### config.mk
export PLATFORM = sky130hd
export DESIGN_NAME = vdp_regs
export DESIGN_NICKNAME = d
export VERILOG_FILES = /design/src/design/vdp_pkg.sv /design/src/design/vdp_regs.sv
export SDC_FILE = /design/constraint.sdc
export NUM_CORES = 1
export LEC_CHECK = 0
export BUFFER_PORTS_ARGS = -buffer_cell sky130_fd_sc_hd__buf_2
export CAP_MARGIN = 40
export CORE_MARGIN = 2
export CORE_UTILIZATION = 48
export DETAILED_ROUTE_END_ITERATION = 8
export PLACE_DENSITY = 0.76
export SLEW_MARGIN = 10
export SYNTH_ARGS = -nofsm -noshare
export SYNTH_HDL_FRONTEND = slang
export SYNTH_SLANG_ARGS = --single-unit
export TNS_END_PERCENT = 30
### constraint.sdc
create_clock -name sys_clk -period 3 [get_ports sys_clk]
set_input_delay 0.6 -clock sys_clk [delete_from_list [all_inputs] [get_ports sys_clk]]
set_output_delay 0.6 -clock sys_clk [all_outputs]
set_load 0.02 [all_outputs]
### src/design/vdp_pkg.sv
package vdp_pkg;

   typedef logic [7:0]  byte_t;
   typedef logic [15:0] word_t;
   typedef logic [3:0]  color_t;

   // display-list entry mode, bits 11..8 of the entry word
   typedef enum logic [3:0] {
      DL_BLANK = 4'h0,
      DL_TEXT  = 4'h1,
      DL_END   = 4'hf
   } dl_mode_t;

   // cpu_addr[15:7] of the register window
   localparam logic [8:0] REG_BASE = 9'h120;

   localparam logic [6:0] REG_DL_LO    = 7'h00;
   localparam logic [6:0] REG_DL_HI    = 7'h01;
   localparam logic [6:0] REG_CHARSET  = 7'h02;
   localparam logic [6:0] REG_VADDR_LO = 7'h06;
   localparam logic [6:0] REG_VADDR_HI = 7'h07;
   localparam logic [6:0] REG_VDATA    = 7'h09;

   localparam int ROW_LINES = 8; // scanlines per character row

endpackage
### src/design/vdp_regs.sv
`timescale 1ns/1ps

module vdp_regs
   import vdp_pkg::*;
#(
   parameter int VRAM_AW = 12
) (
   input  logic               sys_clk,
   input  logic               rst_n,
   input  logic [15:0]        cpu_addr,
   input  byte_t              cpu_wr_data,
   input  logic               cpu_wr_en,
   output byte_t              cpu_rd_data,
   output logic [VRAM_AW-1:0] dl_addr,
   output byte_t              charset_base,
   output logic               wr_en,
   output logic [VRAM_AW-1:0] wr_addr,
   output logic [1:0]         wr_be,
   output word_t              wr_data
);

   logic [15:0] dl_reg;
   logic [15:0] vaddr;   // vram byte address
   logic        cpu_wr_en_d;
   logic        reg_cs;
   logic        wr_rise;
   logic        vdata_wr;

   assign reg_cs   = cpu_addr[15:7] == REG_BASE;
   assign wr_rise  = cpu_wr_en && !cpu_wr_en_d;
   assign vdata_wr = reg_cs && wr_rise && cpu_addr[6:0] == REG_VDATA;
   assign dl_addr  = dl_reg[VRAM_AW-1:0];

   always_ff @(posedge sys_clk) begin
      if (!rst_n) begin
         cpu_wr_en_d  <= 1'b0;
         wr_en        <= 1'b0;
         dl_reg       <= '0;
         charset_base <= '0;
         vaddr        <= '0;
      end else begin
         cpu_wr_en_d <= cpu_wr_en;
         wr_en       <= vdata_wr;
         if (reg_cs && wr_rise) begin
            case (cpu_addr[6:0])
               REG_DL_LO:    dl_reg[7:0]  <= cpu_wr_data;
               REG_DL_HI:    dl_reg[15:8] <= cpu_wr_data;
               REG_CHARSET:  charset_base <= cpu_wr_data;
               REG_VADDR_LO: vaddr[7:0]   <= cpu_wr_data;
               REG_VADDR_HI: vaddr[15:8]  <= cpu_wr_data;
               REG_VDATA:    vaddr        <= vaddr + 1'b1;
               default: ;
            endcase
         end
      end
   end

   // data port write, same byte on both halves and the lsb picks the lane
   always_ff @(posedge sys_clk) begin
      if (vdata_wr) begin
         wr_addr <= vaddr[VRAM_AW:1];
         wr_data <= {cpu_wr_data, cpu_wr_data};
         wr_be   <= vaddr[0] ? 2'b10 : 2'b01;
      end
   end

   always_ff @(posedge sys_clk) begin
      if (!reg_cs) begin
         cpu_rd_data <= '0;
      end else begin
         case (cpu_addr[6:0])
            REG_DL_LO:    cpu_rd_data <= dl_reg[7:0];
            REG_DL_HI:    cpu_rd_data <= dl_reg[15:8];
            REG_CHARSET:  cpu_rd_data <= charset_base;
            REG_VADDR_LO: cpu_rd_data <= vaddr[7:0];
            REG_VADDR_HI: cpu_rd_data <= vaddr[15:8];
            default:      cpu_rd_data <= '0;
         endcase
      end
   end

endmodule

==> metrics.yaml <==
status: "finished clean"
p_leak_uw: 0.00160
final-max-slew-violation-count: 0
cts-root-buf: "clkbuf_8"
power_uw: 1930
cts_tree: "built"
area_growth_pct: 17.6
maxSlewHeadroom_pct: 54.8
hp-start: "cpu_wr_data[4]"
clockBufferDepth: 2
worstSetupStartpoint: "cpu_addr[9]"
drive_gt1_share_pct: 34.4
rr_startpoint: "cpu_wr_en_d"
initial_core_util_pct: 48.9
finalHoldViolations: 0
vias_per_cell: 5.96
drtPass1Iterations: 8
finalSetupViolations: 0
ys.warnings.count: 0
worst_slew_pin_slew_ns: 0.671
synth_flop_cell: "dfxtp_1"
core_area_um2: 7180
gp_congestion: 0.960
startpoint_type: "primary input"
final_core_util_pct: 57.5
critPathRequiredTime_ns: 3.28
die_y_um: 89.5
max_cap_viol_count: 0
vias: 3049
wire_per_inst_um: 18.3
period_share_pct: 78.9
grt_pass1_vias: 2814
postSynthAreaPerCell_um2: 10.3
fin_skew_ns: 0.00747
ctsHoldBuffers: 0
fmax_mhz: 423
port_buffers: 85
irDropWorstVdd_mv: 0.479
clk_latency_ns: 0.36
syn-num-nets: 370
rows: 31
synth_edf_count: 22
drtIter0Drc: 277
htree_num_levels: 3
synth-async-reset-ratio_pct: 0
drcViolationCount: 0
numCtsBuffers: 9
path_clk_slew_ns: 0.07
dp_hpwl_um: 6760
antenna_found_initial: 0
crit_arrival_ns: 2.64
ff_latch_area_um2: 1660
dieArea_um2: 8010
period_needed_ns: 2.37
cts_resized: 0
end_kind: "flip-flop"
power_per_cell_area_nw_per_um2: 469
grt_max_degree: 29
setup_tns_ns: 0
synth-seq-area-share_pct: 47.4
rsz0062_at_grt: "no"
cts_setup_buffers: 0
grt_pass1_wl_um: 14400
netlist_instances: 342
fin_nets: 436
hold_path_class: "primary input to flip-flop"
num_io_pins: 86
antenna_cells: 0
track_usage_pct: 24.2
ant_nets: 0
fillerInstances: 625
synth_area_um2: 3510
overflow: 0
multi_input_area_um2: 1570
clkSinkCount: 72
wirelength_um: 9350
crit_type: "primary input to flip-flop"
synth-seq-cells: 72
crit_fanout: 10
die_w_um: 89.5
netlist-cell-type-count: 54
metal layers:
layer	share of wire (%)	vias up	GRT usage (%)
li1	-	1407	-
met1	44	1425	31.2
met2	45	191	37.7
met3	8.6	26	7.85
met4	2.5	0	9.36
met5	0	-	0
Yosys cell counts, types with 2 or more instances:
master,n,share of area (%)
dfxtp_1,50,29
nand2_1,48,5.1
mux2i_1,25,7.1
edfxtp_1,22,19
buf_4,21,4.5
nor2_1,17,1.8
mux2_2,16,5.1
clkbuf_1,13,1.4
nand3_1,9,1.3
a211oi_1,8,1.7
a222oi_1,8,2.3
o21ai_0,7,1.0
inv_1,6,0.64
o22ai_1,5,0.89
o31a_1,5,1.2
or4_1,5,1.1
a21oi_1,4,0.57
a32o_1,4,1.1
and3_1,4,0.71
buf_2,4,0.57
o211ai_1,4,0.86
or3_1,4,0.71
and2_1,3,0.54
nand4_1,3,0.54
nor3_1,3,0.43
nor4_1,3,0.54
o221a_2,3,0.96
o31ai_1,3,0.64
a221oi_1,2,0.50
buf_6,2,0.64
nand2b_1,2,0.36
nor4_2,2,0.71
o21a_1,2,0.43
o32a_1,2,0.57
o32ai_1,2,0.50
or2_2,2,0.36
or4b_1,2,0.57
per-stage QoR:
stage          hold slack (ns)  area [um2]  instances  setup WS, ns
2_1_floorplan            0.406        3510        342         0.241
3_3_place_gp             0.445        3890        495         0.386
3_5_place_dp             0.458        3900        496         0.311
4_1_cts                  0.450        4130        512         0.657
5_1_grt                  0.441        4130        512         0.582
6_report                 0.455        4130        512         0.634
critical path: stages:
cell,delay [ns]
buf_2,0.10
or4b_1,0.65
or3_1,0.62
nor3b_2,0.22
buf_4,0.23
mux2i_1,0.22
layout by cell type, fill, tap and decap left out, types with 4 or more instances in the layout:
cell      count
buf_2        86
dfxtp_1      50
nand2_1      48
mux2i_1      25
edfxtp_1     22
nor2_1       16
mux2_2       16
clkbuf_8     11
nand3_1       9
buf_4         9
a222oi_1      8
a211oi_1      8
o21ai_0       7
inv_1         6
or4_1         5
o31a_1        5
o22ai_1       5
or3_1         4
a21oi_1       4
and3_1        4
a32o_1        4
o211ai_1      4
cells by family (layout without fill, tap and decap cells):
group / after synthesis / count (layout) / share of synthesized area (%)
compound gates: 66 / 66 / 15.0
fa+ha+maj: 1 / 1 / 0.357
buf+inv: 47 / 118 / 7.85
flops: 72 / 72 / 47.4
mux: 41 / 41 / 12.3
simple gates: 115 / 115 / 17.2
final timing paths:
| kind | to | slack, ns | depth (start not counted) |
|---|---|---|---|
| hold / removal | wr_data[12] | 0.46 | 1 |
| setup / recovery | dl_reg[2] | 0.63 | 6 |
| setup reg to reg | dl_reg[2] | 0.73 | 5 |
| hold reg to reg | dl_reg[12] | 0.47 | 2 |
power breakdown:
part | leakage [uW] | internal [uW] | switching [uW]
clock | 0.000116 | 484 | 362
combinational | 0.000903 | 32.0 | 59.3
sequential | 0.000585 | 998 | 0.131
total | 0.00160 | 1510 | 421
cell type report:
type                    instances  area share, %
clock buffers                  13           4.37
clock inverters                 3           1.09
inverters                       6          0.546
multi-input cells             223           38.2
flip-flops and latches         72           40.3
well taps                      99           3.00
repair buffers                 96           12.6
Power figures use the tool's default switching activity.
