**src/design/vdp_pkg.sv**
```systemverilog
package vdp_pkg;

   typedef logic [7:0]  byte_t;
   typedef logic [15:0] word_t;
   typedef logic [3:0]  color_t;

   // display-list entry mode, bits 11..8 of the entry word
   typedef enum logic [3:0] {
      DL_BLANK = 4'h0,
      DL_TEXT  = 4'h1,
      DL_END   = 4'hf
   } dl_mode_t;

   // cpu_addr[15:7] of the register window
   localparam logic [8:0] REG_BASE = 9'h120;

   localparam logic [6:0] REG_DL_LO    = 7'h00;
   localparam logic [6:0] REG_DL_HI    = 7'h01;
   localparam logic [6:0] REG_CHARSET  = 7'h02;
   localparam logic [6:0] REG_VADDR_LO = 7'h06;
   localparam logic [6:0] REG_VADDR_HI = 7'h07;
   localparam logic [6:0] REG_VDATA    = 7'h09;

   localparam int ROW_LINES = 8; // scanlines per character row

endpackage
```
**src/design/dl_decoder.sv**
```systemverilog
`timescale 1ns/1ps

module dl_decoder
   import vdp_pkg::*;
#(
   parameter int COLS    = 8,
   parameter int VRAM_AW = 12
) (
   input  logic               sys_clk,
   input  logic               rst_n,
   input  logic               frame_start,
   input  logic               line_start,
   input  logic [VRAM_AW-1:0] dl_addr,
   input  word_t              rd_data,
   output logic               dl_rd_en,
   output logic [VRAM_AW-1:0] dl_rd_addr,
   output logic               line_go,
   output logic [VRAM_AW:0]   text_addr,
   output logic [VRAM_AW:0]   attr_addr,
   output logic [2:0]         row_line
);

   typedef enum logic [3:0] {
      S_IDLE,
      S_RD_ENTRY,
      S_GET_ENTRY,
      S_RD_TEXT,
      S_GET_TEXT,
      S_RD_ATTR,
      S_GET_ATTR,
      S_GO,
      S_END
   } state_t;

   state_t             state;
   dl_mode_t           mode;
   logic [VRAM_AW-1:0] ptr;
   logic [7:0]         lines_left;
   logic [2:0]         row;        // font line of the next scanline
   logic [VRAM_AW:0]   text_base;
   logic [VRAM_AW:0]   attr_base;

   assign dl_rd_en   = state == S_RD_ENTRY || state == S_RD_TEXT || state == S_RD_ATTR;
   assign dl_rd_addr = ptr;

   always_ff @(posedge sys_clk) begin
      line_go <= 1'b0;
      if (!rst_n || frame_start) begin
         state      <= S_IDLE;
         mode       <= DL_BLANK;
         ptr        <= dl_addr;
         lines_left <= '0;
         row        <= '0;
      end else begin
         if (dl_rd_en)
            ptr <= ptr + 1'b1;
         case (state)
            S_IDLE:
               if (line_start) begin
                  if (lines_left == 0) begin
                     state <= S_RD_ENTRY;
                  end else begin
                     lines_left <= lines_left - 1'b1;
                     if (mode == DL_TEXT)
                        state <= S_GO;
                  end
               end
            S_RD_ENTRY: state <= S_GET_ENTRY;
            S_GET_ENTRY: begin
               lines_left <= rd_data[7:0] - 1'b1; // this scanline is the first
               case (rd_data[11:8])
                  DL_TEXT: begin
                     mode  <= DL_TEXT;
                     state <= S_RD_TEXT;
                  end
                  DL_END: begin
                     mode  <= DL_END;
                     state <= S_END;
                  end
                  default: begin
                     mode  <= DL_BLANK;
                     state <= S_IDLE;
                  end
               endcase
            end
            S_RD_TEXT: state <= S_GET_TEXT;
            S_GET_TEXT: begin
               text_base <= rd_data[VRAM_AW:0];
               state     <= S_RD_ATTR;
            end
            S_RD_ATTR: state <= S_GET_ATTR;
            S_GET_ATTR: begin
               attr_base <= rd_data[VRAM_AW:0];
               row       <= '0;
               state     <= S_GO;
            end
            S_GO: begin
               line_go   <= 1'b1;
               text_addr <= text_base;
               attr_addr <= attr_base;
               row_line  <= row;
               row       <= row + 1'b1;
               if (row == 3'(ROW_LINES - 1)) begin
                  // next character row
                  text_base <= text_base + (VRAM_AW + 1)'(COLS);
                  attr_base <= attr_base + (VRAM_AW + 1)'(COLS);
               end
               state <= S_IDLE;
            end
            S_END: ; // parked until frame_start
            default: state <= S_IDLE;
         endcase
      end
   end

endmodule

```
**config.mk**
```make
export PLATFORM = sky130hd
export DESIGN_NAME = dl_decoder
export DESIGN_NICKNAME = d
export VERILOG_FILES = /design/src/design/vdp_pkg.sv /design/src/design/dl_decoder.sv
export SDC_FILE = /design/constraint.sdc
export NUM_CORES = 1
export LEC_CHECK = 0
export BUFFER_PORTS_ARGS = -buffer_cell sky130_fd_sc_hd__buf_2
export CAP_MARGIN = 20
export CORE_ASPECT_RATIO = 0.9
export CORE_MARGIN = 2
export CORE_UTILIZATION = 25
export CTS_CLUSTER_DIAMETER = 100
export DETAILED_ROUTE_END_ITERATION = 6
export GPL_TIMING_DRIVEN = 0
export SYNTH_ARGS = -nofsm -noshare
export SYNTH_HDL_FRONTEND = slang
export SYNTH_SLANG_ARGS = --single-unit
```
**constraint.sdc**
```tcl
create_clock -name sys_clk -period 8.5 [get_ports sys_clk]
set_clock_uncertainty 0.1 [all_clocks]
set_input_delay 1.7 -clock sys_clk [delete_from_list [all_inputs] [get_ports sys_clk]]
set_output_delay 1.7 -clock sys_clk [all_outputs]
set_load 0.01 [all_outputs]
```
==> impl_results.md <==
* Pre-CTS setup slack at 4.64 ns
* Die Ht at approximately 120 um
* Distinct cells, synth at 58
* Routability Congestion at 0.806
* Clk pin slew, worst setup/hold paths at 0.07 ns
* Clk sinks at 85
* Post-synth top area cell: edfxtp_1
* Pwr per Cell Area at 223 mW/mm^2
* Clock latency on the worst-skew pair at 0.34 ns
* Max-cap violations at 0
* Largest net degree at the start of global routing at 18
* 1st-iter DRT viols at 146
* Ys Warns at 0
* Synth top area share at 0.500
* Post-synthesis sequential area ratio at 0.590
* Cell area after synthesis at between 0.004 and 0.005 sq mm
* Most common cell on crit path: clkbuf_1
* Setup CP Type: reg -> out
* Crit end category: primary output
* Max-slew violations at 0
* Worst path top cell family by delay: buffers and inverters
* Worst hold margin at 0.320 ns
* Final setup viols at 0
* Post-CTS Setup Bufs at 0
* Final Hold Fails at 0
* Initial antenna violation count at 0
* Number of port buffers at 71
* CORE AREA at approximately 0.016 sq mm
* Chip width at 138 um
* Critical path buffer and inverter count at 3
* Worst-margin pin slew at approximately 0.93 ns
* CP Launch Type: flip-flop
* Area grow syn2layout at 24.1%
* Rel. slew slack at 0.376
* Total wire length at 10,100 um
* Clock tree buffer depth at 2
* Setup TNS at 0 ns
* Main synth FF type: edfxtp_1
* Largest cells by area after synthesis: edfxtp_1 50%, dfxtp_1 9.0%, xnor2_1 3.9%, nand2_1 3.3%, nor2_1 3.2%
* Row Count at 43
* CTS buffer count at 9
* Number of flops mapped to enable cells by yosys at 67
* Pre-Repair DR Iteration Count at 4
* Critical Path RT at around 6.7 ns
* Final worst-path cycle share at 0.419
* Outcome: completed
* Diode count at 0
* Tmin final at approximately 3.6 ns
* Static Leak at 0.00178 uW
* Clock root buffer master: clkbuf_16
* Max stage delay on crit path at roughly 0.36 ns
* Post-route ant nets at 0
* Worst-path maximum fanout at 10
* NumNets Final at 485
* Die footprint at 0.0171 sq mm
* RSZ-0062 raised after global routing: no
* Vias in the first global route at 3,036
* Slowest CP cell: clkbuf_1
* Synth async-reset ratio at 0
* Share of layout cells above drive strength 1 at 0.232
* Upper clock frequency limit at 281 MHz
* Fin worst setup slack at 4.94 ns
* Syn Inst Count at 363
* Initial Util at 0.259
* Grt total ovfl at 0
* First-pass GRT wire length at 15,900 um
* Htree depth at 3
* CP cell instances: clkbuf_1, clkbuf_1, nand2_1, and3_1, buf_2
* DR vias/cell at 4.76
* Type of the worst min-delay path: reg -> reg
* Wire per inst at 15.4 um
* Mapped Avg Cell Area at 11.1 sq um
* Syn_nets at 401
* CTS tree: done
* VDD IR max at 0.0974 mV
* Hold_buf cts at 0
* DPL Wire Length at 7400 um
* Post-CTS sizing at 0
* Gr usage total at 0.120
* # DRC at 0
* CP arrival at 1.76 ns
* Via count at between 3k and 4k
* Io pins at 75
* Number of synthesized register bits at 85
[registers in the layout (all words and copies together) (netlist names)]
register	flops
dl_rd_addr	12
attr_base	13
text_addr	13
row_line	3
line_go	1
row	3
text_base	13
mode	2
state	4
lines_left	8
attr_addr	13
[worst paths after layout]
check / from / to / slack (ns) / cells past startpoint
max reg2reg: state[1] / lines_left[2] / 5.30 / 10
min reg2reg: text_base[2] / text_addr[2] / 0.32 / 0
max: state[1] / dl_rd_en / 4.94 / 5
min: text_base[2] / text_addr[2] / 0.32 / 0
[per-layer routing]
layer / vias to the layer above / track usage / share of wire
met3: 7 / 0.0350 / 0.062
met5: - / 0 / 0
met1: 1486 / 0.158 / 0.46
met2: 94 / 0.193 / 0.47
li1: 1525 / - / -
met4: 0 / 0.0273 / 0.0053
[metrics by stage]
| step | instances | power (uW) | utilization | instance area, sq um |
|---|---|---|---|---|
| 2_1_floorplan | 363 | 618 | - | 4020 |
| 3_3_place_gp | 636 | 670 | 0.298 | 4630 |
| 3_5_place_dp | 638 | 672 | 0.299 | 4650 |
| 4_1_cts | 654 | 1120 | 0.321 | 4990 |
| 5_1_grt | 654 | 1160 | 0.321 | 4990 |
| 6_report | 654 | 1110 | 0.321 | 4990 |
[power breakdown]
part	switching, uW	internal, uW
clock network	180	266
registers	18.8	462
logic	101	83.2
[Yosys cell counts (all sizes together), types with 8 or more instances]
master	number
a21oi	23
a31oi	8
clkbuf	16
dfxtp	18
edfxtp	67
inv	8
nand2	35
nand3	13
nor2	34
nor3	12
o21ai	21
xnor2	18
[cell families after synthesis]
| kind of cell | Yosys count | synth area share |
|---|---|---|
| and+or+nand+nor | 141 | 0.183 |
| DFF | 85 | 0.590 |
| AOI/OAI and AO/OA | 78 | 0.123 |
| buffers and inverters | 26 | 0.0249 |
| xor gates and xnor gates | 24 | 0.0523 |
| adders and majority gates | 6 | 0.0187 |
| muxes | 3 | 0.00778 |
[layout make-up]
class                      instances  area (sq um)
inverter                           8          30.0
timing repair buffer              73           378
fill                            1606         10600
tap                              202           253
clock inverter                     7           111
sequential                        85          2370
clock buffer                       9           225
multi-input combinational        252          1550
buffer                            18          70.1
[placed cells by master (no fill, tap or decap), drive strengths merged, types with 3 or more instances in the layout]
master  Yosys  final
a21o        4      4
a21oi      23     23
a31oi       8      8
and2        4      4
and4        3      3
buf         2     75
clkbuf     16     25
dfxtp      18     18
edfxtp     67     67
ha          6      6
inv         8     13
nand2      35     35
nand2b      5      5
nand3      13     13
nand4       6      6
nor2       34     34
nor3       12     12
nor4        7      7
nor4b       3      3
o211ai      3      3
o21ai      21     21
or3         3      3
or4         5      5
xnor2      18     18
xor2        6      6
[worst reg2reg max path, stage by stage (launching register included)]
cell and delay, ns:
dfxtp_1 0.31, clkbuf_1 0.30, nor4b_2 0.58, clkbuf_1 0.53
mux2i_1 0.27, ha_1 0.16, buf_2 0.18, inv_1 0.10
a211o_1 0.26, a32oi_1 0.18, o22ai_1 0.10
Power figures use the tool's default switching activity.
