$ cat src/design/vdp_pkg.sv
package vdp_pkg;

   typedef logic [7:0]  byte_t;
   typedef logic [15:0] word_t;
   typedef logic [3:0]  color_t;

   // display-list entry mode, bits 11..8 of the entry word
   typedef enum logic [3:0] {
      DL_BLANK = 4'h0,
      DL_TEXT  = 4'h1,
      DL_END   = 4'hf
   } dl_mode_t;

   // cpu_addr[15:7] of the register window
   localparam logic [8:0] REG_BASE = 9'h120;

   localparam logic [6:0] REG_DL_LO    = 7'h00;
   localparam logic [6:0] REG_DL_HI    = 7'h01;
   localparam logic [6:0] REG_CHARSET  = 7'h02;
   localparam logic [6:0] REG_VADDR_LO = 7'h06;
   localparam logic [6:0] REG_VADDR_HI = 7'h07;
   localparam logic [6:0] REG_VDATA    = 7'h09;

   localparam int ROW_LINES = 8; // scanlines per character row

endpackage
$ cat src/design/text_fetch.sv
`timescale 1ns/1ps

module text_fetch
   import vdp_pkg::*;
#(
   parameter  int COLS    = 8,
   parameter  int VRAM_AW = 12,
   parameter  int CREDITS = 2,
   localparam int XW      = $clog2(COLS * 8)
) (
   input  logic               sys_clk,
   input  logic               rst_n,
   input  logic               frame_start,
   input  logic               line_go,
   input  logic [VRAM_AW:0]   text_addr,
   input  logic [VRAM_AW:0]   attr_addr,
   input  logic [2:0]         row_line,
   input  byte_t              charset_base,
   input  word_t              rd_data,
   input  logic               credit_ret,
   output logic               tf_rd_en,
   output logic [VRAM_AW-1:0] tf_rd_addr,
   output logic               grp_valid,
   output byte_t              grp_bits,
   output byte_t              grp_attr,
   output logic [XW-1:0]      grp_x
);

   localparam int CIW = XW - 3;              // column index
   localparam int RIW = $clog2(2 * COLS + 1);
   localparam int CRW = $clog2(CREDITS + 1);

   typedef enum logic [2:0] {
      T_IDLE,
      T_ROW,
      T_FONT_RD,
      T_FONT_WAIT,
      T_SEND
   } state_t;

   state_t           state;
   byte_t            chars [COLS];
   byte_t            attrs [COLS];
   logic [RIW-1:0]   ri;         // next char/attr request with chars first
   logic [RIW-1:0]   rsp_idx;
   logic             rsp_valid;
   logic             rsp_sel;    // high byte of the returned word
   logic [CIW-1:0]   col;
   logic [CRW-1:0]   credits;
   logic [VRAM_AW:0] row_addr;
   logic [17:0]      font_full;
   logic [VRAM_AW:0] rd_byte_addr;
   byte_t            rd_byte;
   logic             send;

   always_comb begin
      if (ri < RIW'(COLS))
         row_addr = text_addr + (VRAM_AW + 1)'(ri);
      else
         row_addr = attr_addr + (VRAM_AW + 1)'(ri - RIW'(COLS));
   end

   // charset_base*1024 + code*8 + line before the cut to the vram byte width
   assign font_full    = {charset_base, 10'b0} + {7'b0, chars[col], 3'b0} + 18'(row_line);
   assign rd_byte_addr = (state == T_ROW) ? row_addr : font_full[VRAM_AW:0];
   assign tf_rd_en     = (state == T_ROW && ri < RIW'(2 * COLS)) || state == T_FONT_RD;
   assign tf_rd_addr   = rd_byte_addr[VRAM_AW:1];
   assign rd_byte      = rsp_sel ? rd_data[15:8] : rd_data[7:0];
   assign send         = state == T_SEND && credits != 0 && !frame_start;

   always_ff @(posedge sys_clk) begin
      grp_valid <= 1'b0;
      if (!rst_n || frame_start) begin
         state     <= T_IDLE;
         rsp_valid <= 1'b0;
         ri        <= '0;
         col       <= '0;
      end else begin
         if (tf_rd_en)
            rsp_sel <= rd_byte_addr[0];
         rsp_valid <= tf_rd_en && state == T_ROW;
         rsp_idx   <= ri;
         if (rsp_valid) begin
            if (rsp_idx < RIW'(COLS))
               chars[CIW'(rsp_idx)] <= rd_byte;
            else
               attrs[CIW'(rsp_idx - RIW'(COLS))] <= rd_byte;
         end
         case (state)
            T_IDLE:
               if (line_go) begin
                  ri    <= '0;
                  state <= T_ROW;
               end
            T_ROW: begin
               if (ri < RIW'(2 * COLS))
                  ri <= ri + 1'b1;
               if (rsp_valid && rsp_idx == RIW'(2 * COLS - 1)) begin // last attr back
                  col   <= '0;
                  state <= T_FONT_RD;
               end
            end
            T_FONT_RD: state <= T_FONT_WAIT;
            T_FONT_WAIT: begin
               grp_bits <= rd_byte;
               grp_attr <= attrs[col];
               grp_x    <= {col, 3'b000};
               state    <= T_SEND;
            end
            T_SEND:
               if (send) begin
                  grp_valid <= 1'b1;
                  if (col == CIW'(COLS - 1)) begin
                     state <= T_IDLE;
                  end else begin
                     col   <= col + 1'b1;
                     state <= T_FONT_RD;
                  end
               end
            default: state <= T_IDLE;
         endcase
      end
   end

   // free slots in the line writer
   always_ff @(posedge sys_clk) begin
      if (!rst_n)
         credits <= CRW'(CREDITS);
      else
         credits <= credits + CRW'(credit_ret) - CRW'(send);
   end

endmodule

$ cat config.mk
export PLATFORM = sky130hd
export DESIGN_NAME = text_fetch
export DESIGN_NICKNAME = d
export VERILOG_FILES = /design/src/design/vdp_pkg.sv /design/src/design/text_fetch.sv
export SDC_FILE = /design/constraint.sdc
export NUM_CORES = 1
export LEC_CHECK = 0
export BUFFER_PORTS_ARGS = -buffer_cell sky130_fd_sc_hd__clkbuf_2
export CORE_MARGIN = 2
export CORE_UTILIZATION = 36
export CTS_CLUSTER_DIAMETER = 60
export DETAILED_ROUTE_END_ITERATION = 7
export PLACE_DENSITY = 0.61
export SETUP_SLACK_MARGIN = 0.5
export SYNTH_ARGS = -nofsm -noshare
export SYNTH_HDL_FRONTEND = slang
export SYNTH_SLANG_ARGS = --single-unit
$ cat constraint.sdc
create_clock -name sys_clk -period 2.6 [get_ports sys_clk]
set_input_delay 0.26 -clock sys_clk [delete_from_list [all_inputs] [get_ports sys_clk]]
set_output_delay 0.26 -clock sys_clk [all_outputs]
set_load 0.01 [all_outputs]
==> results by group, run 1 <==
Floorplanning
  • Core ar.: 21200 sq um
  • Initial Util: 36.9%
  • Die Y: 151 um
  • Rows: 53
  • DIE WIDTH: 151 um
  • IO Pins: 94
  • Full die area: around 23000 sq um

Synthesis
  • Post-synthesis cell type with the largest combined area: edfxtp_1
  • Post-Syn Area: 7800 sq um
  • Synth top area share: between 50% and 60%
  • Post-synthesis sequential area ratio: ~63%
  • Async set or reset register ratio after synthesis: 0%
  • Avg Synthesized Cell Area: 15.3 sq um
  • Cells after Synth: 511
  • Unique cell type count in the Yosys netlist: 56
  • Ys flop type: edfxtp_1
  • Area contributors post-synth: edfxtp_1 59%, mux4_2 9.2%, dfxtp_1 4.6%
  • Synth Warn #: 0
  • Flip-flop and latch count after synthesis: 171
  • EDFF count, synth: roughly 150

Finish
  • Final net count: 707
  • FILL cells: 1814
  • Most frequent cells in the layout: 153 x edfxtp_1, 76 x clkbuf_2, 43 x buf_4
  • Synth-to-Final Area Change: 24.4%
  • Antenna fix cells: 0
  • Final core utilization: about 46%
  • Share of cells above drive strength 1: between 40% and 50%
  • Commonest non-fill, non-tap cell in the layout: edfxtp_1

Setup path
  • Startpoint Class: register
  • Worst Path Required: approximately 2.3 ns
  • Worst r2r path cells: 6
  • Crit. End Element: primary output
  • WS Path Type: register to primary output
  • Worst path arrival time: around 2.6 ns
  • Crit path to: tf_rd_addr[7]
  • Worst r2r src: rsp_idx[2]$_DFFE_PN_
  • Worst-path fanout max: 3
  • R2r setup slk: 0.74 ns
  • Crit path launch: ri[0]$_SDFFE_PP0P_

Pwr
  • Total Power: 5970 uW
  • Power Density: 615 nW/um^2
  • Leakage dissipation: 0.00344 uW
  • Worst vdd ir: about 0.00033 V

Drt
  • Total wire length: 17.2 mm
  • Wire length per cell: 18.8 um
  • Post-route ant nets: 0
  • Via-to-Cell Ratio: ~5.2
  • TritonRoute pass-1 iters: 4
  • Initial drt markers: between 200 and 300
  • DRC: 0
  • Vias: 4774

Place
  • Port bufs: 85
  • DP HPWL: 11.8 mm
  • Placer Congestion: between 0.8 and 0.9

CTS
  • Worst-skew pair later-pin latency: 0.42 ns
  • Clock sinks: 171
  • CTS Buffer Depth: 2
  • CTS tree: built
  • Clock root buffer: clkbuf_16
  • Htree depth: 4
  • Worst-path clk slew: 0.07 ns
  • TritonCTS Buffers: 17

GRT
  • Total congestion overflow: 0
  • First-pass GRT wire length: 25.9 mm
  • Vias in the first global route: about 4700
  • Initial antenna violation count: 0
  • Pin count of the biggest net entering global routing: 20
  • Gr usage total: 15.3%

STA
  • Max Slew Vio Count: 0
  • Slew headroom: 53.0%
  • Hold Fails Final Rpt: 0
  • Final clock skew: just under 0.009 ns
  • Final WS setup: -0.238 ns
  • Slew @ Worst Pin: about 0.70 ns
  • Fin crit period: 2.84 ns
  • Highest clock rate: 0.352 GHz
  • Hold slack: 0.0268 ns
  • Crit share post-route: 109%
  • Unrepaired setup endpoints after global routing: true
  • Final setup violation count: 9
  • Final setup TNS: -1.32 ns

Flow run
  • Max Cap Viol: 0

Run status
  • Violated checks: negative setup slack
  • Status: finished, violations left

Min path
  • Hold Path Class: input pin to register
==> timing repair <==
action,CTS,global route
hold endpoints to repair,0,0
setup buffers,12,4
hold buffers,0,0
setup endpoints to repair,12,14
pin swaps,17,11
gates resized for setup,36,22
==> logic make-up after synthesis <==
| logic type | after synthesis | share of synthesized area, % |
|---|---|---|
| muxes | 65 | 13.8 |
| and+or+nand+nor | 111 | 7.02 |
| other | 1 | 0.0481 |
| AOI/OAI and AO/OA | 75 | 6.65 |
| buffers and inverters | 45 | 2.98 |
| DFF | 171 | 63.5 |
| xor gates and xnor gates | 22 | 2.47 |
| adders and majority gates | 21 | 3.56 |
==> cell usage after synthesis (all sizes together) (2+ instances only) <==
cell / n
nor3b: 2
o21ai: 16
o21a: 3
a22oi: 3
or2: 3
xnor2: 14
nor2b: 3
nor3: 12
buf: 25
ha: 19
a21o: 6
mux4: 32
edfxtp: 153
inv: 7
nand4: 5
o41ai: 2
fa: 2
a211oi: 12
and2: 5
o21bai: 5
dfxtp: 18
and3: 3
clkbuf: 12
mux2: 19
xor2: 8
nand3: 6
o22ai: 3
nand2: 21
a21oi: 14
nand3b: 2
mux2i: 14
o31ai: 2
nor2: 36
nand2b: 5
==> critical path, cell delays in order, from the launching register on <==
cell and delay (ns):
dfxtp_4 0.36, ha_4 0.17, fa_2 0.34, a211oi_2 0.24, o21bai_2 0.12, a221o_1 0.37
xor2_2 0.17, mux2i_1 0.09, a21oi_1 0.15, buf_2 0.15
==> registers in the layout, indices dropped and copies added (netlist names), 2 cells and up, named ones only <==
signal    flops
attrs        64
ri            5
grp_bits      8
grp_x         3
rsp_idx       5
state         3
col           3
grp_attr      8
chars        64
credits       2
==> where the power goes <==
group	leakage (uW)	internal (uW)	total (uW)	switching, uW
Sequential	0.00153	3000	3010	10.3
Combinational	0.00160	134	320	186
Clock	0.000310	1550	2650	1090
Total	0.00344	4680	5970	1290
==> metrics by stage <==
stage / setup WS [ns] / area, sq um / std cells
global placement: 0.117 / 8720 / 868
finish: -0.238 / 9710 / 916
floorplan: 0.288 / 7940 / 513
CTS: -0.287 / 9610 / 912
detailed placement: 0.110 / 8720 / 868
global route: -0.354 / 9710 / 916
==> layer usage <==
| metal | vias up | wire, um | GRT usage, % | part of all wire (%) |
|---|---|---|---|---|
| met5 | - | 0 | 0 | 0 |
| met4 | 0 | 170 | 3.74 | 0.99 |
| met3 | 17 | 861 | 3.10 | 5.0 |
| met2 | 133 | 8450 | 25.7 | 49 |
| met1 | 2418 | 7720 | 20.4 | 45 |
| li1 | 2206 | - | - | - |
==> final cells by class <==
cell class	count	area, sq um	area share, %
Tap cell	275	344	3.55
Clock buffer	17	425	4.38
Sequential cell	171	4970	51.2
Multi-Input combinational cell	297	2930	30.1
Clock inverter	15	201	2.08
Timing Repair Buffer	133	805	8.29
Inverter	8	35.0	0.361
==> how the worst min path moves through the flow <==
stage | startpoint | to | cells after the start
finish | rst_n | credits[1]$_SDFF_PN1_ | 2
global route | rst_n | credits[1]$_SDFF_PN1_ | 2
global placement | rst_n | credits[1]$_SDFF_PN1_ | 2
floorplan | rst_n | credits[1]$_SDFF_PN1_ | 1
detailed placement | rst_n | credits[1]$_SDFF_PN1_ | 2
CTS | rst_n | credits[1]$_SDFF_PN1_ | 2
Power figures use the tool's default switching activity.
==> inputs of run 2 (changes only) <==
- CORE_UTILIZATION: 36 -> 53
- PLACE_DENSITY: 0.61 -> 0.82
- SKIP_LAST_GASP: not set -> 1
==> results by group, run 2 (synthesized netlist as in run 1, its figures left out) <==
Min path
  • Hold_sp: rst_n (unchanged)
  • Hold Path Class: input pin to register (unchanged)
  • WHS Path Cells: 2 (unchanged)
  • Hold Path End: credits[1]$_SDFF_PN1_ (unchanged)

Finish
  • Antenna fix cells: 0 (unchanged)
  • Post-route cell area: 9600 sq um (was 9710 sq um)
  • Most frequent cells in the layout: 153 x edfxtp_1, 77 x clkbuf_2, 46 x buf_4 (was 153 x edfxtp_1, 76 x clkbuf_2, 43 x buf_4)
  • Commonest non-fill, non-tap cell in the layout: edfxtp_1 (unchanged)
  • Share of cells above drive strength 1: 42.6% (was 42.3%)
  • Final net count: 712 (was 707)
  • Non-Filler Instances: 830 (was 916)
  • Synth-to-Final Area Change: 23.1% (was 24.4%)
  • FILL cells: 926 (was 1814)
  • Top flop regs: attrs x64, chars x64 (unchanged)

STA
  • Final WS setup: -0.325 ns (was -0.238 ns)
  • Final clock skew: 0.0126 ns (was 0.00887 ns)
  • Slew headroom: 46.8% (was 53.0%)
  • Highest clock rate: 0.342 GHz (was 0.352 GHz)
  • Slew @ Worst Pin: 0.792 ns (was 0.700 ns)
  • Crit share post-route: 112% (was 109%)
  • Hold Fails Final Rpt: 0 (unchanged)
  • Max Slew Vio Count: 0 (unchanged)
  • Final setup violation count: 9 (unchanged)
  • Fin crit period: 2.92 ns (was 2.84 ns)
  • Unrepaired setup endpoints after global routing: true (unchanged)

CTS
  • Worst-skew pair later-pin latency: 0.42 ns (about the same)
  • Clock root buffer: clkbuf_16 (unchanged)
  • CTS tree: built (unchanged)
  • Clock sinks: 171 (unchanged)
  • Worst-path clk slew: 0.07 ns (about the same)
  • CTS Buffer Depth: 2 (unchanged)
  • Htree depth: 4 (unchanged)
  • TritonCTS Buffers: 17 (unchanged)

Setup path
  • WS Path Type: register to primary output (unchanged)
  • Worst path arrival time: 2.66 ns (was 2.58 ns)
  • R2r setup slk: 0.65 ns (was 0.74 ns)
  • Worst r2r src: state[1]$_SDFFE_PP0P_ (was rsp_idx[2]$_DFFE_PN_)
  • Crit. End Element: primary output (unchanged)
  • Worst r2r path cells: 6 (unchanged)
  • Worst Path Required: 2.34 ns (about the same)
  • Worst-path fanout max: 3 (unchanged)
  • Startpoint Class: register (unchanged)

Floorplanning
  • Initial Util: 53.9% (was 36.9%)
  • Die Y: 125 um (was 151 um)
  • Core ar.: 14500 sq um (was 21200 sq um)
  • Rows: 44 (was 53)
  • DIE WIDTH: 125 um (was 151 um)
  • IO Pins: 94 (unchanged)
  • Full die area: 15700 sq um (was 22900 sq um)

GRT
  • Initial antenna violation count: 0 (unchanged)
  • Vias in the first global route: 4871 (was 4728)
  • First-pass GRT wire length: 26.7 mm (was 25.9 mm)
  • Gr usage total: 22.4% (was 15.3%)
  • Total congestion overflow: 0 (unchanged)
  • Pin count of the biggest net entering global routing: 20 (unchanged)

Place
  • DP Worst Slack: 0.111 ns (was 0.110 ns)
  • Post-DP Area: 8580 sq um (was 8720 sq um)
  • Placer Congestion: 0.834 (was 0.833)
  • Port bufs: 85 (unchanged)
  • DP HPWL: 11.0 mm (was 11.8 mm)
  • Inst Count DP: 773 (was 868)

Flow run
  • Max Cap Viol: 0 (unchanged)

Pwr
  • Leakage dissipation: 0.00344 uW (about the same)
  • Worst vdd ir: 0.000522 V (was 0.000333 V)
  • Power Density: 598 nW/um^2 (was 615 nW/um^2)

Drt
  • Post-route ant nets: 0 (unchanged)
  • DRC: 0 (unchanged)
  • Via-to-Cell Ratio: 6.01 (was 5.21)
  • TritonRoute pass-1 iters: 5 (was 4)
  • Initial drt markers: 690 (was 284)
  • Vias: 4991 (was 4774)
  • Total wire length: 17.8 mm (was 17.2 mm)
  • Wire length per cell: 21.5 um (was 18.8 um)

Run status
  • Status: finished, violations left (unchanged)
  • Violated checks: negative setup slack (unchanged)
==> run 2: cell count changes in the layout (fill, tap and decap cells not counted), moves of 2 or more <==
| cell | delta |
|---|---|
| clkinv_2 | +2 |
| ha_1 | +2 |
| bufinv_16 | -2 |
| ha_2 | -2 |
| inv_8 | -2 |
| o21ai_2 | -3 |
| buf_6 | +2 |
| o21ai_1 | +2 |
| clkinv_4 | +2 |
| buf_4 | +3 |
==> run 2: worst max path at each step <==
stage	from	end	slack, ns	cells after the start
detailed placement	attr_addr[0]	tf_rd_addr[7]	0.11	10
global route	ri[0]$_SDFFE_PP0P_	tf_rd_addr[7]	-0.42	9
global placement	ri[4]$_SDFFE_PP0P_	tf_rd_addr[9]	0.15	11
CTS	ri[1]$_SDFFE_PP0P_	tf_rd_addr[7]	-0.26	9
floorplan	register	tf_rd_addr[11]	0.29	9
finish	ri[0]$_SDFFE_PP0P_	tf_rd_addr[7]	-0.32	9
==> run 2: cell type report <==
cell class | count | area, sq um | share of cell area, %
Inverter | 8 | 35.0 | 0.365
Timing Repair Buffer | 138 | 850 | 8.85
Clock buffer | 18 | 429 | 4.47
Tap cell | 184 | 230 | 2.40
Multi-Input combinational cell | 297 | 2950 | 30.7
Clock inverter | 14 | 138 | 1.43
Sequential cell | 171 | 4970 | 51.8
==> run 2: per-layer routing <==
layer  GRT usage (%)  up-vias  wire length [um]
met5               0        -                 0
met4            8.04        0               429
met3            5.69       49              1330
met2            37.6      252              9080
met1            28.6     2470              6990
li1                -     2220                 -
==> run 2: timing repair <==
| action | CTS | global route |
|---|---|---|
| buffers inserted | 17 | 8 |
| pin swaps | 23 | 20 |
| setup endpoints to repair | 12 | 14 |
| hold buffers | 0 | 0 |
| resized for setup | 34 | 31 |
==> run 2: worst max-delay path, stage by stage, from the launching register on <==
cell	delay (ns)
dfxtp_4	0.35
ha_4	0.17
fa_2	0.35
a211oi_2	0.25
o21bai_2	0.14
a221o_1	0.36
xor2_1	0.23
mux2i_1	0.10
a21oi_1	0.15
clkbuf_2	0.15
==> run 2: report_power, final <==
part           internal (uW)  switching (uW)
Sequential              3000            10.1
Clock                   1340            1060
Combinational            137             192
Total                   4480            1260
==> run 2: metrics by stage <==
stage / TNS, ns / total power, uW / hold WS, ns / util, %
2_1_floorplan: 0 / 3240 / 0.322 / -
3_3_place_gp: 0 / 3330 / 0.441 / 59.3
3_5_place_dp: 0 / 3350 / 0.455 / 59.3
4_1_cts: -1.38 / 5730 / 0.0183 / 65.1
5_1_grt: -2.78 / 5910 / 0.0176 / 66.3
6_report: -1.88 / 5740 / 0.0253 / 66.3
