[src/design/vdp_pkg.sv]
package vdp_pkg;

   typedef logic [7:0]  byte_t;
   typedef logic [15:0] word_t;
   typedef logic [3:0]  color_t;

   // display-list entry mode, bits 11..8 of the entry word
   typedef enum logic [3:0] {
      DL_BLANK = 4'h0,
      DL_TEXT  = 4'h1,
      DL_END   = 4'hf
   } dl_mode_t;

   // cpu_addr[15:7] of the register window
   localparam logic [8:0] REG_BASE = 9'h120;

   localparam logic [6:0] REG_DL_LO    = 7'h00;
   localparam logic [6:0] REG_DL_HI    = 7'h01;
   localparam logic [6:0] REG_CHARSET  = 7'h02;
   localparam logic [6:0] REG_VADDR_LO = 7'h06;
   localparam logic [6:0] REG_VADDR_HI = 7'h07;
   localparam logic [6:0] REG_VDATA    = 7'h09;

   localparam int ROW_LINES = 8; // scanlines per character row

endpackage
[src/design/line_writer.sv]
`timescale 1ns/1ps

module line_writer
   import vdp_pkg::*;
#(
   parameter  int COLS    = 8,
   parameter  int CREDITS = 2,
   localparam int XW      = $clog2(COLS * 8)
) (
   input  logic          sys_clk,
   input  logic          rst_n,
   input  logic          grp_valid,
   input  byte_t         grp_bits,
   input  byte_t         grp_attr,
   input  logic [XW-1:0] grp_x,
   output logic          credit_ret,
   output logic          pix_valid,
   output logic [XW-1:0] pix_x,
   output color_t        pix_color
);

   localparam int PW = (CREDITS > 1) ? $clog2(CREDITS) : 1;
   localparam int CW = $clog2(CREDITS + 1);

   byte_t         q_bits [CREDITS];
   byte_t         q_attr [CREDITS];
   logic [XW-1:0] q_x    [CREDITS];
   logic [PW-1:0] wr_ptr;
   logic [PW-1:0] rd_ptr;
   logic [CW-1:0] q_cnt;
   logic          busy;
   logic [2:0]    bit_cnt;
   byte_t         sh_bits;
   byte_t         sh_attr;
   logic [XW-1:0] sh_x;
   logic          load;

   // next group goes in behind the eighth pixel without a gap
   assign load       = q_cnt != 0 && (!busy || bit_cnt == 3'd7);
   assign pix_valid  = busy;
   assign pix_x      = sh_x + XW'(bit_cnt);
   assign pix_color  = sh_bits[7] ? sh_attr[3:0] : sh_attr[7:4]; // fg low nibble
   assign credit_ret = busy && bit_cnt == 3'd7;

   always_ff @(posedge sys_clk) begin
      if (grp_valid) begin
         q_bits[wr_ptr] <= grp_bits;
         q_attr[wr_ptr] <= grp_attr;
         q_x[wr_ptr]    <= grp_x;
      end
      if (load) begin
         sh_bits <= q_bits[rd_ptr];
         sh_attr <= q_attr[rd_ptr];
         sh_x    <= q_x[rd_ptr];
      end else if (busy) begin
         sh_bits <= sh_bits << 1; // msb first
      end
   end

   always_ff @(posedge sys_clk) begin
      if (!rst_n) begin
         wr_ptr  <= '0;
         rd_ptr  <= '0;
         q_cnt   <= '0;
         busy    <= 1'b0;
         bit_cnt <= '0;
      end else begin
         if (grp_valid)
            wr_ptr <= (wr_ptr == PW'(CREDITS - 1)) ? '0 : wr_ptr + 1'b1;
         if (load)
            rd_ptr <= (rd_ptr == PW'(CREDITS - 1)) ? '0 : rd_ptr + 1'b1;
         q_cnt <= q_cnt + CW'(grp_valid) - CW'(load);
         if (load) begin
            busy    <= 1'b1;
            bit_cnt <= '0;
         end else if (busy) begin
            bit_cnt <= bit_cnt + 1'b1;
            if (bit_cnt == 3'd7)
               busy <= 1'b0;
         end
      end
   end

endmodule

[config.mk]
export PLATFORM = sky130hd
export DESIGN_NAME = line_writer
export DESIGN_NICKNAME = d
export VERILOG_FILES = /design/src/design/vdp_pkg.sv /design/src/design/line_writer.sv
export SDC_FILE = /design/constraint.sdc
export NUM_CORES = 1
export LEC_CHECK = 0
export BUFFER_PORTS_ARGS = -buffer_cell sky130_fd_sc_hd__buf_2
export CAP_MARGIN = 10
export CORE_UTILIZATION = 30
export DETAILED_ROUTE_END_ITERATION = 6
export GPL_TIMING_DRIVEN = 0
export PLACE_DENSITY_LB_ADDON = 0.08
export SLEW_MARGIN = 20
export SYNTH_ARGS = -nofsm -noshare
export SYNTH_HDL_FRONTEND = slang
export SYNTH_SLANG_ARGS = --single-unit
[constraint.sdc]
create_clock -name sys_clk -period 2.03 [get_ports sys_clk]
set_clock_uncertainty 0.05 [all_clocks]
set_input_delay 0.1015 -clock sys_clk [delete_from_list [all_inputs] [get_ports sys_clk]]
set_output_delay 0.1015 -clock sys_clk [all_outputs]
set_load 0.01 [all_outputs]
==> impl_metrics.tcl, run 1 <==
set metrics [dict create \
    outcome "finished, final reports clean" \
    synthesis.area_um2 2930 \
    grt.met3_usage_pct 4.37 \
    postLayoutCellArea_um2 3730 \
    grt_setup_unrepaired "yes" \
    slew_viol_final 0 \
    crit_path_cell_trace "ha_2 -> inv_1 -> fa_2 -> nor2b_1 -> o21ai_0 -> xnor2_1 -> buf_2" \
    final_period_minus_worst_setup_slack_ps 1920 \
    fp.dieH_um 101 \
    final_hold_viol_count 0 \
    gr-max-usage-layer "met2" \
    num_vias 1587 \
    power.leakage_nw 1.37 \
    postRouteWirelength_mm 4.88 \
    grt_first_pass_wirelength_mm 7.72 \
    overall_power_mw 3.36 \
    setup.worst_path.start "bit_cnt[0]" \
    initial_utilization_pct 31.3 \
    slowest_stage "dfxtp_2" \
    holdCritStartpoint "grp_attr[2]" \
    worst_r2r_path_depth 8 \
    ir_drop_v 0.000348 \
    kind_of_end_point_of_the_critical_path "output port" \
    die-area_um2 10200 \
    floorplan.die.width_um 101 \
    drc 0 \
    placement.cell_area_um2 3280 \
    layout-area-overhead-vs-synth_pct 27.2 \
    clock_tree_from_tritoncts "built" \
    number_of_h_tree_levels 3 \
    grt_start_max_net_pins 23 \
    powerDensity_nw_per_um2 900 \
    antenna-diode-count 0 \
    synth_area_leaders "edfxtp_1, mux2_2, dfxtp_1, mux2i_1, a21oi_1" \
    required_ps 1880 \
    netlist_cell_types 28 \
    port_buffers 36 \
    dp.final_hpwl_mm 3.18 \
    setup.reg_to_reg.worst_slack_ps 150 \
    slew_headroom_pct 55.4 \
    worst_setup_path_endpoint "pix_x[4]" \
    vias_per_cell 4.17 \
    numClockSinks 75 \
    synth_nets 208 \
    synth_cell_count_leaders "edfxtp_1, mux2_2, a21oi_1, mux2i_1, dfxtp_1" \
    synth.avg_cell_area_um2 16.7 \
    final_period_utilization_pct 94.6 \
    drt_iter0_drc 49 \
    layout-drive-gt1-share_pct 33.3 \
    cts.root.buffer_cell "clkbuf_8" \
    synth.most_common_cell "edfxtp_1" \
    number_of_enable_type_register_cells_in_the_synthesized_netlist 66 \
    crit_path_start_kind "register" \
    synthCells 176 \
    post-synth-top-area-fraction_pct 67.6 \
    num_io_pins 37 \
    grtUsageMet1_pct 12.3 \
    critical_path_peak_fanout 3 \
    remaining_overflow_grt 0 \
    synth-warning-count 0 \
    synth_async_sr_flop_share_pct 0 \
    synth-seq-cells 75 \
    met2_usage_pct 17.2 \
    maxCapViolations 0 \
    worst_r2r_endpoint "q_cnt[1]" \
    firstDrtPassIters 4 \
    wl_per_cell_um 12.8 \
    grt_pass1_vias 1608 \
    drtAntennaViolNets 0 \
    critical_path_class "register to output port" \
    placementRows 35 \
    synthDominantAreaCellType "edfxtp_1" \
    clk_path_buf_depth 2 \
    class_of_the_tightest_hold_or_removal_check "primary input to register" \
    cp_slowest_stage_delay_ps 350 \
    antenna_found_initial 0 \
    cts_inserted_buffers 9 \
    core-area_um2 9370 \
    reg2reg_from "bit_cnt[1]" \
    finalHoldWorstSlack_ps 424 \
    design.final.nets 279 \
    insertion_delay_ps 340 \
    globalRouteTotalUtil_pct 10.7 \
    timing.fmax_ghz 0.521 \
    gp_congestion 0.696 \
    worst-slew-pin-transition_ps 667 \
    utilization_pct 39.8 \
    synthFlopType "edfxtp_1" \
    arrival_ps 1770 \
    clk_pin_slew_worst_paths_ps 80 \
    seq_area_frac_synth_pct 73.8 \
    setup_violations 0 \
]
state kept, by name, summed over array words and instances, names as in the netlist, named ones only:
name,flops
pix_valid,1
q_attr,16
bit_cnt,3
q_x,12
wr_ptr,1
rd_ptr,1
q_bits,16
q_cnt,2
sh_attr,8
sh_x,6
sh_bits,8
area by class of cell:
class / instances / area, um^2
Fill cell: 927 / 5640
Clock inverter: 7 / 68.8
Sequential cell: 75 / 2160
Clock buffer: 9 / 124
Tap cell: 129 / 161
Multi-Input combinational cell: 90 / 736
Buffer: 5 / 30.0
Timing Repair Buffer: 61 / 428
Inverter: 5 / 18.8
cell usage in the layout (no fill, tap or decap), types with 2 or more instances in the layout:
| cell | n |
|---|---|
| a21oi_1 | 17 |
| and2_2 | 2 |
| buf_2 | 39 |
| clkbuf_8 | 9 |
| clkinv_2 | 2 |
| clkinv_4 | 2 |
| dfxtp_1 | 8 |
| dlygate4sd3_1 | 24 |
| edfxtp_1 | 66 |
| ha_1 | 5 |
| inv_1 | 5 |
| mux2_2 | 18 |
| mux2i_1 | 11 |
| nand2_1 | 4 |
| nand2b_1 | 2 |
| nor2_1 | 7 |
| nor2b_4 | 2 |
| nor3_1 | 2 |
| o21ai_0 | 4 |
| xnor2_1 | 4 |
| xor2_1 | 2 |
metal layers:
| metal | part of all wire, % | vias to the layer above |
|---|---|---|
| met3 | 5.2 | 4 |
| li1 | - | 798 |
| met5 | 0 | - |
| met2 | 50 | 33 |
| met4 | 1.2 | 0 |
| met1 | 44 | 752 |
critical path, delay by kind of cell, from the launching register on:
family	cells	cell delay, ps
XOR/XNOR	1	140
AND/OR/NAND/NOR	1	110
adder cells (fa/ha/maj)	2	530
flip-flops	1	350
AO/OA/AOI/OAI	1	100
buffers and inverters	2	200
power breakdown:
| group | internal (mW) | leakage (nW) | total, mW | switching, mW |
|---|---|---|---|---|
| Clock | 0.563 | 0.0966 | 1.11 | 0.552 |
| Combinational | 0.184 | 0.574 | 0.382 | 0.197 |
| Sequential | 1.82 | 0.695 | 1.86 | 0.0378 |
timing repair:
item                                    CTS  global route
buffers inserted                          0             1
hold endpoints to repair                 47             0
hold buffers                             24             0
resized for setup                         2             2
endpoints found under the setup margin   22             4
through the flow:
stage                     worst slack, ps  setup TNS (ps)  instances
after floorplan                       248               0        176
after global placement               -365           -9020        341
after detailed placement             -185           -1970        341
after CTS                            3.11               0        381
after global routing                -44.7           -56.8        381
final                                 110               0        381
how the worst min path moves through the flow:
stage                   endpoint  slack (ps)  cells after the start
CTS                 q_attr[0][2]         400                      2
finish              q_attr[1][2]         420                      2
global route        q_attr[0][2]         410                      2
detailed placement     q_x[1][3]         240                      1
global placement    q_attr[0][0]         240                      1
floorplan           q_attr[0][0]         150                      0
kinds of logic after synthesis:
kind of cell | share of synthesized area, %
AO/OA/AOI/OAI | 3.84
XOR/XNOR | 1.79
adder cells (fa/ha/maj) | 3.24
buffers and inverters | 1.79
flip-flops | 73.8
multiplexers | 10.7
AND/OR/NAND/NOR | 4.91
Power figures use the tool's default switching activity.
==> inputs of run 2 (changes only) <==
==> constraint.sdc (replaced) <==
create_clock -name sys_clk -period 2.03 [get_ports sys_clk]
set_clock_uncertainty 0.05 [all_clocks]
set_input_delay 0 -clock sys_clk [delete_from_list [all_inputs] [get_ports sys_clk]]
set_output_delay 0 -clock sys_clk [all_outputs]
set_load 0.01 [all_outputs]
==> run 2 against run 1 <==
  * Combinational power fell by 1%
  * Final cell count fell by 0.26%
  * Sequential cell count stayed put
  * Setup slack improved by 94 ps
  * Sequential power about the same
  * Die area is the same
  * Utilization decreased by 0.080 points
  * Wire length shrank 0.18%
  * Maximum frequency rose by 5.1%
  * Critical path type unchanged
  * Largest power group unchanged
  * Highest routed layer unchanged
==> impl_metrics.tcl, run 2 (synthesis results as in run 1) <==
set metrics [dict create \
    outcome "finished, final reports clean" \
    slew_headroom_pct 55.4 \
    clk_pin_slew_worst_paths_ps 80 \
    number_of_h_tree_levels 3 \
    finalHoldWorstSlack_ps 322 \
    largestRegisters "q_attr (16), q_bits (16), q_x (12)" \
    remaining_overflow_grt 0 \
    crit_path_start_kind "register" \
    wl_per_cell_um 12.8 \
    drc 0 \
    vias_per_cell 4.17 \
    nFillCells 926 \
    final_period_utilization_pct 89.9 \
    core-area_um2 9370 \
    insertion_delay_ps 340 \
    timing.fmax_ghz 0.548 \
    fp.dieH_um 101 \
    post-cts-setup-buffer-count 0 \
    postRouteWirelength_mm 4.88 \
    port_buffers 36 \
    drtAntennaViolNets 0 \
    die-area_um2 10200 \
    layout-area-overhead-vs-synth_pct 27.0 \
    firstDrtPassIters 4 \
    critical_path_peak_fanout 3 \
    worst-slew-pin-transition_ps 667 \
    reg2reg_from "bit_cnt[1]" \
    design.final.nets 278 \
    final_cell_mix "edfxtp_1, buf_2, dlygate4sd3_1" \
    final_hold_viol_count 0 \
    arrival_ps 1780 \
    globalRouteTotalUtil_pct 10.7 \
    placementRows 35 \
    required_ps 1980 \
    class_of_the_tightest_hold_or_removal_check "primary input to register" \
    grt_setup_unrepaired "no" \
    powerDensity_nw_per_um2 901 \
    mostFrequentLayoutCell "edfxtp_1" \
    overall_power_mw 3.35 \
    num_vias 1584 \
    clock_tree_from_tritoncts "built" \
    numClockSinks 75 \
    setup.worst_path.start "bit_cnt[0]" \
    power.leakage_nw 1.36 \
    num_io_pins 37 \
    grt_first_pass_wirelength_mm 7.72 \
    grt_start_max_net_pins 23 \
    critical_path_class "register to output port" \
    gp_congestion 0.696 \
    final_period_minus_worst_setup_slack_ps 1830 \
    grt_pass1_vias 1608 \
    initial_utilization_pct 31.3 \
    dp.final_hpwl_mm 3.18 \
    setup_violations 0 \
    slew_viol_final 0 \
    antenna-diode-count 0 \
    cts.root.buffer_cell "clkbuf_8" \
    kind_of_end_point_of_the_critical_path "output port" \
    holdCritStartpoint "grp_attr[2]" \
    antenna_found_initial 0 \
    maxCapViolations 0 \
    cts_inserted_buffers 9 \
    drt_iter0_drc 51 \
    ir_drop_v 0.000348 \
    layout-drive-gt1-share_pct 33.1 \
    floorplan.die.width_um 101 \
    clk_path_buf_depth 2 \
]
-- run 2: worst max-delay path: stages, from the launching register on --
cell and delay (ps):
dfxtp_2 350, ha_1 180, inv_1 60, fa_2 350
nor2b_1 110, o21ai_0 100, xnor2_1 140, buf_2 140
-- run 2: power by group --
part	internal, mW	switching [mW]	leakage, nW	total, mW
combinational	0.182	0.197	0.571	0.378
sequential	1.82	0.0380	0.695	1.86
clock	0.563	0.553	0.0966	1.12
total	2.57	0.787	1.36	3.35
-- run 2: layout make-up --
type	instances	area, um^2	share of cell area [%]
plain buffers	5	30.0	0.807
well taps	129	161	4.34
repair buffers	60	420	11.3
flip-flops and latches	75	2160	58.1
multi-input cells	90	736	19.8
clock inverters	7	68.8	1.85
inverters	5	18.8	0.504
clock buffers	9	124	3.33
-- run 2: final timing paths --
path	endpoint	slack [ps]	depth (start not counted)
setup / recovery	pix_x[4]	200	7
hold / removal	q_attr[1][2]	320	2
setup reg to reg	sh_bits[7]	210	5
hold reg to reg	bit_cnt[0]	480	2
-- run 2: through the flow --
step / TNS [ps] / worst slack [ps] / util, % / area [um^2] / cells
6_report: 0 / 204 / 39.7 / 3720 / 380
5_1_grt: 0 / 37.4 / 39.7 / 3720 / 380
4_1_cts: 0 / 62.6 / 39.7 / 3720 / 381
3_5_place_dp: -1970 / -185 / 35.0 / 3280 / 341
3_3_place_gp: -9020 / -365 / 34.9 / 3270 / 341
2_1_floorplan: 0 / 248 / - / 2930 / 176
-- run 2: timing repair --
action,4_1_cts,5_1_grt
hold buffers,24,0
gates resized for setup,1,3
hold endpoints to repair,53,0
endpoints found under the setup margin,21,3
-- run 2: metal layers --
metal / up-vias / share of wire [%] / global-route usage, %
met3: 4 / 6.2 / 4.37
met2: 35 / 49 / 17.2
met4: 0 / 1.2 / 5.35
li1: 798 / - / -
met1: 747 / 43 / 12.3
met5: - / 0 / 0
==> inputs of run 3 (changes only) <==
--- a/config.mk
+++ b/config.mk
@@ -8,9 +8,11 @@
 export BUFFER_PORTS_ARGS = -buffer_cell sky130_fd_sc_hd__buf_2
 export CAP_MARGIN = 10
 export CORE_UTILIZATION = 30
+export CTS_BUF_LIST = sky130_fd_sc_hd__clkbuf_4
 export DETAILED_ROUTE_END_ITERATION = 6
 export GPL_TIMING_DRIVEN = 0
 export PLACE_DENSITY_LB_ADDON = 0.08
+export SETUP_SLACK_MARGIN = 0.05
 export SLEW_MARGIN = 20
 export SYNTH_ARGS = -nofsm -noshare
 export SYNTH_HDL_FRONTEND = slang
==> constraint.sdc (replaced) <==
create_clock -name sys_clk -period 1.7 [get_ports sys_clk]
set_clock_uncertainty 0.05 [all_clocks]
set_input_delay 0 -clock sys_clk [delete_from_list [all_inputs] [get_ports sys_clk]]
set_output_delay 0 -clock sys_clk [all_outputs]
set_load 0.01 [all_outputs]
==> run 3 against run 2 <==
  * The run now ends with setup timing left
  * Worst hold slack worse by 64 ps
  * Non-clock buffer count up 11
  * Setup slack got worse by 360 ps
  * Die area is the same
  * Cell area increased by 6.7%
  * Utilization rose by 2.7 points
  * Sequential power increased by 20%
  * Global-route usage increased by 0.89 points
  * First-iteration DRC count up 22%
  * Critical path depth unchanged
  * Critical endpoint is now pix_x[2]
  * Highest routed layer unchanged
==> impl_metrics.tcl, run 3 (synthesis results as in run 1) <==
set metrics [dict create \
    grt_setup_unrepaired "yes" \
    ir_drop_v 0.000500 \
    violations_in_the_final_reports "setup timing" \
    layout-drive-gt1-share_pct 45.0 \
    critical_path_peak_fanout 2 \
    grt.met3_usage_pct 2.70 \
    port_buffers 36 \
    drt_iter0_drc 62 \
    powerDensity_nw_per_um2 1000 \
    final-instance-count-excl-fill 391 \
    pwr-share-comb_pct 14.7 \
    kind_of_end_point_of_the_critical_path "output port" \
    globalRouteTotalUtil_pct 11.6 \
    power.leakage_nw 1.43 \
    die-area_um2 10200 \
    finalWorstSetupSlack_ps -156 \
    placementRows 35 \
    clk_path_buf_depth 2 \
    core-area_um2 9370 \
    class_of_the_tightest_hold_or_removal_check "primary input to register" \
    dp.final_hpwl_mm 3.26 \
    final_hold_viol_count 0 \
    outcome "finished with violations" \
    met2_usage_pct 19.9 \
    overall_power_mw 3.98 \
    wl_per_cell_um 13.8 \
    number_of_h_tree_levels 3 \
    cts.root.buffer_cell "clkbuf_4" \
    fp.dieH_um 101 \
    initial_utilization_pct 31.3 \
    layout-area-overhead-vs-synth_pct 35.5 \
    gp_congestion 0.695 \
    antenna-diode-count 0 \
    final_period_utilization_pct 109 \
    floorplan.die.width_um 101 \
    switching_share_pct 23.3 \
    cts_inserted_buffers 9 \
    clock_tree_from_tritoncts "built" \
    drtAntennaViolNets 0 \
    slew_headroom_pct 51.5 \
    setup_violations 5 \
    worst-slew-pin-transition_ps 726 \
    power.sequential.fraction_pct 56.0 \
    arrival_ps 1810 \
    critical_path_class "register to output port" \
    clk_pin_slew_worst_paths_ps 120 \
    utilization_pct 42.4 \
    internal_power_contribution_mw 3.05 \
    remaining_overflow_grt 0 \
    gr-max-usage-layer "met2" \
    grt_first_pass_wirelength_mm 8.46 \
    insertion_delay_ps 400 \
    postRouteWirelength_mm 5.38 \
    largestRegisters "q_attr (16), q_bits (16), q_x (12)" \
    power.switching_mw 0.930 \
    required_ps 1650 \
    final_cell_mix "edfxtp_1, buf_2, dlygate4sd3_1" \
    pwr-share-clk_pct 29.3 \
    grtUsageMet1_pct 13.5 \
    grt_start_max_net_pins 23 \
    final_period_minus_worst_setup_slack_ps 1860 \
    num_io_pins 37 \
    timing.fmax_ghz 0.539 \
    num_vias 1662 \
    numClockSinks 75 \
    antenna_found_initial 0 \
    drc 0 \
    crit_path_start_kind "register" \
    firstDrtPassIters 4 \
    slew_viol_final 0 \
    dpl.cell_count 341 \
    vias_per_cell 4.25 \
    grt_pass1_vias 1743 \
    maxCapViolations 0 \
    design.final.nets 290 \
    mostFrequentLayoutCell "edfxtp_1" \
]
-- run 3: cell types whose count changed in the layout (fill, tap and decap cells not counted), moves of 9 or more --
cell	change
a21oi_2	+11
a21oi_1	-13
clkbuf_8	-9
clkbuf_4	+9
-- run 3: per-layer routing --
layer	up-vias	share of wire (%)
met1	798	46
met4	0	1.8
li1	825	-
met5	-	0
met3	8	3.0
met2	31	49
-- run 3: cell type report --
type                            instances  area, um^2
Inverter                                5        18.8
Sequential cell                        75        2170
Timing Repair Buffer                   71         561
Fill cell                             904        5400
Buffer                                  5        30.0
Tap cell                              129         161
Clock inverter                          6        81.3
Multi-Input combinational cell         91         886
Clock buffer                            9        67.6
-- run 3: per-stage QoR --
stage	TNS [ps]	hold WS, ps	setup WS, ps	cell area [um^2]
global route	-1060	225	-291	3970
floorplan	0	48.9	59.4	2950
CTS	-690	222	-165	3860
finish	-496	258	-156	3970
global placement	-1400	137	-85.7	3300
detailed placement	-4430	143	-145	3300
-- run 3: worst max-delay path: stages (launching register included) --
cell,delay [ps]
edfxtp_1,400
ha_4,150
inv_2,30
fa_2,340
buf_4,140
buf_6,100
xnor2_1,110
buf_2,140
-- run 3: worst paths after layout --
kind | slack (ps) | to | cells after the start | start
worst max register to register | 50 | q_cnt[1] | 9 | bit_cnt[0]
worst max-delay path | -160 | pix_x[2] | 7 | sh_x[0]
worst min-delay path | 260 | q_attr[0][2] | 2 | grp_attr[2]
worst min register to register | 500 | sh_attr[1] | 1 | q_attr[0][1]
-- run 3: timing repair --
action | CTS | global route
hold buffers | 24 | 0
endpoints found under the setup margin | 50 | 30
pin swaps | 8 | 7
cloned | 1 | 1
setup buffers | 7 | 4
hold endpoints to repair | 53 | 0
resized for setup | 25 | 15
-- run 3: power by group through the flow --
stage / Sequential, mW / Clock, mW / Combinational [mW]
2_1_floorplan: 2.25 / 0 / 0.283
3_3_place_gp: 2.26 / 0 / 0.411
3_5_place_dp: 2.27 / 0 / 0.426
4_1_cts: 2.23 / 1.22 / 0.531
5_1_grt: 2.25 / 1.29 / 0.644
6_report: 2.23 / 1.17 / 0.587
